==> src/verilog/board_pkg.sv <==
/*
 * Board control package with the register map, bus and board types,
 * the sequencer states and the watchdog and settle timing constants.
 */

`default_nettype none

package board_pkg;

    // ----------------------------------------------------------
    // widths and vector types
    // ----------------------------------------------------------
    localparam int NUM_AXES = 4;            // amplifier channels on the board

    typedef logic [15:0]         reg_addr_t;    // host register address
    typedef logic [31:0]         reg_data_t;    // host register data word
    typedef logic [NUM_AXES-1:0] axis_mask_t;   // bit 0 is axis 1
    typedef logic [15:0]         wdog_count_t;  // watchdog period and counter

    // ----------------------------------------------------------
    // register map
    // ----------------------------------------------------------
    localparam logic [3:0] ADDR_MAIN   = 4'd0;  // block number, addr[15:12]

    localparam logic [3:0] REG_STATUS  = 4'd0;  // rw, masked command bits
    localparam logic [3:0] REG_TIMEOUT = 4'd3;  // rw, watchdog period in ticks
    localparam logic [3:0] REG_VERSION = 4'd4;  // ro
    localparam logic [3:0] REG_TEMPSNS = 4'd5;  // ro, temperature sensor
    localparam logic [3:0] REG_DIGIN   = 4'd10; // ro, limits and home switches
    localparam logic [3:0] REG_DEBUG   = 4'd15; // rw scratch

    localparam reg_data_t BOARD_VERSION = 32'h514C_4131;   // "QLA1"
    localparam reg_data_t DEBUG_RESET   = 32'h0000_2000;

    // ----------------------------------------------------------
    // timing
    // ----------------------------------------------------------
    localparam int TICK_WIDTH      = 4;     // tick every 2**TICK_WIDTH sysclk
    localparam int MV_SETTLE_TICKS = 8;     // ticks of mv_good before amps may run
    localparam int SETTLE_CNT_W    = $clog2(MV_SETTLE_TICKS + 1);

    // ----------------------------------------------------------
    // grouped board signals
    // ----------------------------------------------------------
    typedef struct packed {
        axis_mask_t  neg_limit;     // negative limit switches
        axis_mask_t  pos_limit;     // positive limit switches
        axis_mask_t  home;          // home switches
        axis_mask_t  fault;         // amplifier fault, per axis
        logic        mv_faultn;     // motor supply fault, active low
        logic        mv_good;       // motor voltage good
        logic        v_fault;       // encoder supply fault
        logic        relay;         // relay feedback, active low
        logic [3:0]  board_id;      // rotary switch
        logic [15:0] temp_sense;    // raw temperature reading
    } board_io_t;

    typedef struct packed {
        logic pwr_enable;           // motor power enable
        logic relay_on;             // safety relay drive
        logic eth1394;              // 0 firewire, 1 ethernet bridge mode
        logic reboot;               // single-cycle reboot request
    } board_cmd_t;

    // power sequencer
    typedef enum logic [1:0] {
        PS_OFF,                     // no motor voltage, hold all axes off
        PS_SETTLE,                  // voltage up, waiting for it to settle
        PS_READY                    // amps follow the host command
    } pseq_state_t;

endpackage

`default_nettype wire

==> src/verilog/board_ctrl_top.sv <==
/*
 * Board control top level: register block, host watchdog and motor
 * power sequencer of the four-axis amplifier board.
 */

`timescale 1ns/10ps
`default_nettype none

module board_ctrl_top (
    input  wire logic                  sysclk,
    input  wire logic                  rst_n,
    // host register bus
    input  wire board_pkg::reg_addr_t  reg_raddr,
    input  wire board_pkg::reg_addr_t  reg_waddr,
    input  wire board_pkg::reg_data_t  reg_wdata,
    input  wire logic                  reg_wen,
    output board_pkg::reg_data_t       reg_rdata,
    // board side
    input  wire board_pkg::board_io_t  board_io,
    input  wire board_pkg::axis_mask_t safety_amp_disable,
    output board_pkg::board_cmd_t      board_cmd,
    output board_pkg::axis_mask_t      amp_disable,
    output board_pkg::reg_data_t       reg_status,
    output logic                       pwr_enable_cmd,
    output board_pkg::axis_mask_t      amp_enable_cmd
);

    import board_pkg::*;

    // ----------------------------------------------------------
    // internal nets
    // ----------------------------------------------------------
    axis_mask_t  amp_off;       // register block amp-off state
    wdog_count_t wdog_period;
    logic        host_write;
    logic        powerup_cmd;
    logic        wdog_timeout;
    logic        tick;          // shared timebase

    board_regs u_regs (
        .sysclk             (sysclk),
        .rst_n              (rst_n),
        .reg_raddr          (reg_raddr),
        .reg_waddr          (reg_waddr),
        .reg_wdata          (reg_wdata),
        .reg_wen            (reg_wen),
        .reg_rdata          (reg_rdata),
        .board_io           (board_io),
        .safety_amp_disable (safety_amp_disable),
        .wdog_timeout       (wdog_timeout),
        .board_cmd          (board_cmd),
        .amp_off            (amp_off),
        .wdog_period        (wdog_period),
        .host_write         (host_write),
        .powerup_cmd        (powerup_cmd),
        .pwr_enable_cmd     (pwr_enable_cmd),
        .amp_enable_cmd     (amp_enable_cmd),
        .reg_status         (reg_status)
    );

    wdog_timer u_wdog (
        .sysclk       (sysclk),
        .rst_n        (rst_n),
        .wdog_period  (wdog_period),
        .host_write   (host_write),
        .powerup_cmd  (powerup_cmd),
        .wdog_timeout (wdog_timeout),
        .tick         (tick)
    );

    power_seq u_pseq (
        .sysclk      (sysclk),
        .rst_n       (rst_n),
        .tick        (tick),
        .mv_good     (board_io.mv_good),
        .amp_off     (amp_off),
        .amp_disable (amp_disable)
    );

endmodule

`default_nettype wire

==> src/verilog/board_regs.sv <==
/*
 * Board register block: decodes host writes into the masked command bits
 * and per-axis amp-off state, and serves status and read-only registers.
 */

`timescale 1ns/10ps
`default_nettype none

module board_regs (
    input  wire logic                 sysclk,
    input  wire logic                 rst_n,
    // host register bus
    input  wire board_pkg::reg_addr_t reg_raddr,
    input  wire board_pkg::reg_addr_t reg_waddr,
    input  wire board_pkg::reg_data_t reg_wdata,
    input  wire logic                 reg_wen,
    output board_pkg::reg_data_t      reg_rdata,     // one cycle after raddr
    // board sense inputs
    input  wire board_pkg::board_io_t  board_io,
    input  wire board_pkg::axis_mask_t safety_amp_disable,
    input  wire logic                  wdog_timeout,
    // commands and watchdog control
    output board_pkg::board_cmd_t     board_cmd,
    output board_pkg::axis_mask_t     amp_off,
    output board_pkg::wdog_count_t    wdog_period,
    output logic                      host_write,
    output logic                      powerup_cmd,
    output logic                      pwr_enable_cmd,
    output board_pkg::axis_mask_t     amp_enable_cmd,
    output board_pkg::reg_data_t      reg_status
);

    import board_pkg::*;

    logic       write_main;     // write hits the main block
    logic       write_status;   // write to the status/command register
    logic       read_main;      // read address in the main block
    axis_mask_t amp_mask;       // per-axis write masks, wdata[11:8]
    axis_mask_t amp_val;        // per-axis enable values, wdata[3:0]
    reg_data_t  reg_digin;      // packed switch inputs
    reg_data_t  reg_debug;      // scratch register

    // ----------------------------------------------------------
    // address decode
    // ----------------------------------------------------------
    assign write_main   = reg_wen && (reg_waddr[15:12] == ADDR_MAIN) &&
                          (reg_waddr[7:4] == 4'd0);
    assign write_status = write_main && (reg_waddr[3:0] == REG_STATUS);
    assign read_main    = (reg_raddr[15:12] == ADDR_MAIN) && (reg_raddr[7:4] == 4'd0);

    assign amp_mask = reg_wdata[8 +: NUM_AXES];
    assign amp_val  = reg_wdata[0 +: NUM_AXES];

    // host asking for power or amps, clears the watchdog
    assign pwr_enable_cmd = write_status & reg_wdata[19] & reg_wdata[18];
    assign amp_enable_cmd = write_status ? (amp_mask & amp_val) : '0;
    assign powerup_cmd    = pwr_enable_cmd | (|amp_enable_cmd);
    assign host_write     = reg_wen;        // any write restarts the watchdog

    // ----------------------------------------------------------
    // status and digital input packing
    // ----------------------------------------------------------
    assign reg_status = {
        4'(NUM_AXES), board_io.board_id,            // 31:24
        wdog_timeout, board_cmd.eth1394, 2'b00,     // 23:20
        board_io.mv_good, board_cmd.pwr_enable,     // 19:18
        ~board_io.relay, board_cmd.relay_on,        // 17:16, relay feedback is active low
        ~board_io.mv_faultn, 3'b000,                // 15:12
        board_io.fault,                             // 11:8
        safety_amp_disable,                         // 7:4
        ~amp_off                                    // 3:0, 1 means amp enabled
    };

    assign reg_digin = {board_io.v_fault, 19'd0, board_io.neg_limit,
                        board_io.pos_limit, board_io.home};

    // ----------------------------------------------------------
    // command bits, amp-off state and read data
    // ----------------------------------------------------------
    always_ff @(posedge sysclk or negedge rst_n) begin
        if (!rst_n) begin
            board_cmd   <= '0;
            amp_off     <= '1;              // all axes start disabled
            wdog_period <= '0;              // watchdog off
            reg_debug   <= DEBUG_RESET;
            reg_rdata   <= '0;
        end else begin
            // reboot only lives for the cycle after its write
            board_cmd.reboot <= write_status & reg_wdata[21] & reg_wdata[20];

            if (write_main) begin
                case (reg_waddr[3:0])
                    REG_STATUS: begin
                        // axis updates need power already on, else forced off
                        amp_off <= (amp_mask & ({NUM_AXES{~board_cmd.pwr_enable}} | ~amp_val)) |
                                   (~amp_mask & amp_off);
                        if (reg_wdata[17])
                            board_cmd.relay_on <= reg_wdata[16];
                        if (reg_wdata[19])
                            board_cmd.pwr_enable <= reg_wdata[18];
                        if (reg_wdata[23])
                            board_cmd.eth1394 <= reg_wdata[22];
                    end
                    REG_TIMEOUT: wdog_period <= reg_wdata[$bits(wdog_count_t)-1:0];
                    REG_DEBUG:   reg_debug   <= reg_wdata;
                    default: ;              // read-only or unmapped, ignore
                endcase
            end

            if (!reg_wen) begin
                if (read_main) begin
                    case (reg_raddr[3:0])
                        REG_STATUS:  reg_rdata <= reg_status;
                        REG_TIMEOUT: reg_rdata <= {16'd0, wdog_period};
                        REG_VERSION: reg_rdata <= BOARD_VERSION;
                        REG_TEMPSNS: reg_rdata <= {16'd0, board_io.temp_sense};
                        REG_DIGIN:   reg_rdata <= reg_digin;
                        REG_DEBUG:   reg_rdata <= reg_debug;
                        default:     reg_rdata <= '0;   // unmapped offset
                    endcase
                end else begin
                    reg_rdata <= '0;        // other blocks not in this design
                end

                // sticky disables, host must re-enable the axis
                amp_off <= amp_off | (wdog_timeout ? '1 : safety_amp_disable);
            end
        end
    end

endmodule

`default_nettype wire

==> src/verilog/power_seq.sv <==
/*
 * Power sequencer: holds all amplifiers off until motor voltage has been
 * good for the settle time, then merges in the host amp-off state.
 */

`timescale 1ns/10ps
`default_nettype none

module power_seq (
    input  wire logic                  sysclk,
    input  wire logic                  rst_n,
    input  wire logic                  tick,        // timebase from watchdog
    input  wire logic                  mv_good,     // motor voltage good
    input  wire board_pkg::axis_mask_t amp_off,     // host/safety disables
    output board_pkg::axis_mask_t      amp_disable  // to the amplifier pins
);

    import board_pkg::*;

    pseq_state_t             state, state_nxt;
    logic [SETTLE_CNT_W-1:0] settle_cnt;    // ticks spent in PS_SETTLE

    // next state, mv_good loss always wins
    always_comb begin
        state_nxt = state;
        if (!mv_good) begin
            state_nxt = PS_OFF;
        end else begin
            case (state)
                PS_OFF:    state_nxt = PS_SETTLE;
                PS_SETTLE: if (tick && (settle_cnt == SETTLE_CNT_W'(MV_SETTLE_TICKS - 1)))
                               state_nxt = PS_READY;
                default:   state_nxt = state;   // PS_READY holds
            endcase
        end
    end

    always_ff @(posedge sysclk or negedge rst_n) begin
        if (!rst_n) begin
            state      <= PS_OFF;
            settle_cnt <= '0;
        end else begin
            state <= state_nxt;
            if (state != PS_SETTLE)
                settle_cnt <= '0;               // restart on every entry
            else if (tick)
                settle_cnt <= settle_cnt + 1'b1;
        end
    end

    // all-axes hold until voltage has settled
    assign amp_disable = amp_off | ((state == PS_READY) ? '0 : '1);

endmodule

`default_nettype wire

==> src/verilog/wdog_timer.sv <==
/*
 * Host watchdog: a prescaler makes the sysclk tick enable, and a tick
 * counter flags a timeout when the host stops writing for a period.
 */

`timescale 1ns/10ps
`default_nettype none

module wdog_timer (
    input  wire logic                   sysclk,
    input  wire logic                   rst_n,
    input  wire board_pkg::wdog_count_t wdog_period,   // in ticks, 0 disables
    input  wire logic                   host_write,    // any register write
    input  wire logic                   powerup_cmd,   // clears count and flag
    output logic                        wdog_timeout,  // sticky
    output logic                        tick           // one sysclk every 2**TICK_WIDTH
);

    import board_pkg::*;

    logic [TICK_WIDTH-1:0] presc;       // free-running divider
    wdog_count_t           wdog_count;  // ticks since last host write

    // ----------------------------------------------------------
    // tick prescaler
    // ----------------------------------------------------------
    always_ff @(posedge sysclk or negedge rst_n) begin
        if (!rst_n) begin
            presc <= '0;
            tick  <= 1'b0;
        end else begin
            presc <= presc + 1'b1;
            tick  <= &presc;            // pulse on divider wrap
        end
    end

    // ----------------------------------------------------------
    // activity counter and timeout flag
    // ----------------------------------------------------------
    always_ff @(posedge sysclk or negedge rst_n) begin
        if (!rst_n) begin
            wdog_count   <= '0;
            wdog_timeout <= 1'b0;
        end else if (powerup_cmd) begin
            // host is bringing the board back up
            wdog_count   <= '0;
            wdog_timeout <= 1'b0;
        end else if (host_write) begin
            wdog_count <= '0;           // host still alive
        end else if (tick && (wdog_period != '0)) begin
            if (wdog_count < wdog_period)
                wdog_count <= wdog_count + 1'b1;
            else
                wdog_timeout <= 1'b1;   // held until powerup_cmd
        end
    end

endmodule

`default_nettype wire
==> config.mk <==
export PLATFORM = sky130hd
export DESIGN_NAME = board_ctrl_top
export DESIGN_NICKNAME = d
export VERILOG_FILES = /design/src/verilog/board_pkg.sv /design/src/verilog/board_ctrl_top.sv /design/src/verilog/board_regs.sv /design/src/verilog/power_seq.sv /design/src/verilog/wdog_timer.sv
export SDC_FILE = /design/constraint.sdc
export NUM_CORES = 1
export LEC_CHECK = 0
export ABC_CLOCK_PERIOD_IN_PS = 6600
export BUFFER_PORTS_ARGS = -buffer_cell sky130_fd_sc_hd__buf_2
export CAP_MARGIN = 20
export CORE_ASPECT_RATIO = 0.7
export CORE_UTILIZATION = 55
export DETAILED_ROUTE_END_ITERATION = 6
export PLACE_DENSITY = 0.84
export SYNTH_ARGS = -nofsm -noshare
export SYNTH_HDL_FRONTEND = slang
export SYNTH_HIERARCHICAL = 1
export SYNTH_SLANG_ARGS = --single-unit
export TNS_END_PERCENT = 1
==> constraint.sdc <==
create_clock -name sysclk -period 6.6 [get_ports sysclk]
set_input_delay 1.32 -clock sysclk [delete_from_list [all_inputs] [get_ports sysclk]]
set_output_delay 1.32 -clock sysclk [all_outputs]
set_load 0.01 [all_outputs]
==> results_dict.tcl <==
set metrics [dict create \
    outcome "complete, but fails checks" \
    violations "DRC" \
    wirelength_mm 19.4 \
    synth_cell_types 69 \
    vdd_ir_drop_max_v 0.000207 \
    ctsResizeCount 0 \
    place_inst 872 \
    final_cell_count_no_fill 906 \
    worst_pin_slew_ns 1.06 \
    synth-seq-cells 116 \
    start_util 0.574 \
    diodes 0 \
    grt_pass1_wl_mm 30.8 \
    yosysSeqAreaShare 0.452 \
    clock.fmax_mhz 220 \
    grt_max_degree 84 \
    core_um2 11200 \
    hold_path.class "flop to flop" \
    die_y_um 92.5 \
    portBuffers 170 \
    critical_path_class "input pin to output pin" \
    fillers 784 \
    place_area_um2 7230 \
    vias 5784 \
    synth_flop_cell "dfrtp_1" \
    rsz0062_at_grt "false" \
    critical_path_arrival_ns 3.23 \
    setup-violations-final 0 \
    synth_edf_count 0 \
    syn-cell-area_um2 6440 \
    yosys.area.top_type "dfrtp_1" \
    crit_required_ns 5.28 \
    cts_tree "done" \
    endpoint_kind "output pin" \
    htreeDepth 4 \
    io_pins 188 \
    power_density_nw_per_um2 222 \
    post-route-period-util 0.689 \
    cts_setup_buffers 0 \
    die_x_um 131 \
    syn_inst 592 \
    synth_area_per_cell_um2 10.9 \
    rows 32 \
    drv_cap 0 \
    fp.dieArea_um2 12100 \
    globalplace.congestion 0.899 \
    setup_ws_ns 2.05 \
    power.leakage_uw 0.00409 \
    clock_skew_ns 0.00672 \
    synth_area_leaders "dfrtp_1, mux2_2, a22o_1" \
    insertion_delay_ns 0.42 \
    pre_cts_slack_ns 2.11 \
    track_usage 0.332 \
    cts_buffer_depth 2 \
    holdBufCountCts 0 \
    setup_tns_ns 0 \
    grt_pass1_vias 5820 \
    final_area_um2 7850 \
    numCtsBuffers 17 \
    crit_path_max_fanout 18 \
    yosys-top-cells-count "dfrtp_1, nand2_1, mux2_2" \
    cts_sinks 116 \
    detailed_place_hpwl_mm 13.1 \
    critPathLaunchType "input pin" \
    layout.nets 869 \
    post-synth-top-count-cell "dfrtp_1" \
    fin_crit_ns 4.55 \
    detail_route.vias_per_cell 6.38 \
    register_area_um2 2910 \
    overflow 0 \
    ctsRootBufferMaster "clkbuf_16" \
    area_growth_pct 21.9 \
    synth_top_area_frac 0.432 \
    clk_pin_slew_ns 0.05 \
    hold_viol 0 \
    antenna_found_initial 0 \
    wl_per_cell_um 21.4 \
    first_iter_violations 700 \
    drv_slew 0 \
    drive_gt1_frac 0.392 \
    postRouteAntennaNets 0 \
    max_slew_margin 0.288 \
    yosysWarnings 6 \
    first_pass_iters 7 \
    route.detailed.drc 3 \
    multi_input_area_um2 3110 \
    synthArstFlopShare 1.00 \
]
-- critical path: stages --
cell and delay, ns:
buf_2 0.10, or4_4 0.57, nor4_4 0.78, and3_1 0.31
buf_2 0.15
-- path summary, 6_finish.rpt --
check / start / endpoint / slack (ns) / depth (start not counted)
setup / recovery: reg_waddr[15] / amp_enable_cmd[2] / 2.05 / 5
hold / removal: u_regs/reg_rdata[25] / u_regs/reg_rdata[25] / 0.47 / 2
setup reg to reg: u_regs/wdog_period[15] / u_wdog/wdog_count[10] / 3.99 / 7
hold reg to reg: u_regs/reg_rdata[25] / u_regs/reg_rdata[25] / 0.47 / 2
max in group asynchronous: rst_n / async pin / 4.76 / 3
min in group asynchronous: rst_n / u_regs/reg_rdata[6] / 0.84 / 1
-- final cells by class --
type	count	share of cell area
Multi-Input combinational cell	398	0.397
Sequential cell	116	0.371
Timing Repair Buffer	180	0.121
Clock buffer	17	0.0542
Tap cell	153	0.0244
Clock inverter	15	0.0201
Inverter	27	0.0129
-- power by group --
group	total (uW)	switching, uW	leakage, uW	internal [uW]
Sequential	716	2.14	0.00159	714
Combinational	119	74.2	0.00223	44.4
Clock	908	351	0.000276	557
Total	1740	427	0.00409	1320
-- cell families (layout without fill, tap and decap cells) --
family                   after synthesis  after routing  synth area share
AO/OA/AOI/OAI                        123            123             0.153
XOR/XNOR                               3              3           0.00408
adder cells (fa/ha/maj)               18             18            0.0350
buffers and inverters                 85            239            0.0739
flip-flops                           116            116             0.452
multiplexers                          65             65             0.111
other                                  2              9           0.00117
AND/OR/NAND/NOR                      180            180             0.170
-- registers in the layout (all words and copies together), names as in the netlist, named ones only --
name                 count
u_regs/reg_rdata        32
u_regs/wdog_period      16
u_wdog/tick              1
u_pseq/state             2
u_regs/board_cmd         4
u_wdog/wdog_count       16
u_regs/reg_debug        32
u_pseq/settle_cnt        4
u_wdog/presc             4
u_wdog/wdog_timeout      1
-- layout by cell type (no fill, tap or decap), types with 12 or more instances in the layout --
cell / n
a21oi_1: 13
clkbuf_16: 17
or3_1: 15
dfrtp_1: 111
inv_1: 27
ha_1: 18
nand2_1: 63
a22oi_1: 14
buf_2: 169
mux2_2: 49
nor2_1: 13
a222oi_1: 12
mux2i_1: 15
o21ai_0: 14
a22o_1: 28
-- metrics by stage --
stage | util | hold WS (ns) | total power (uW)
finish | 0.700 | 0.469 | 1740
detailed placement | 0.645 | 0.456 | 842
CTS | 0.697 | 0.470 | 1740
floorplan | - | 0.422 | 779
global route | 0.700 | 0.498 | 1800
global placement | 0.645 | 0.435 | 838
-- layer usage --
layer  vias up  global-route usage  routed length, um
met2       377               0.536               9210
met3        64              0.0832               1930
li1       2477                   -                  -
met4         0               0.152                532
met5         -                   0                  0
met1      2866               0.424               7710
No activity file was read; power rests on OpenSTA's default activity.
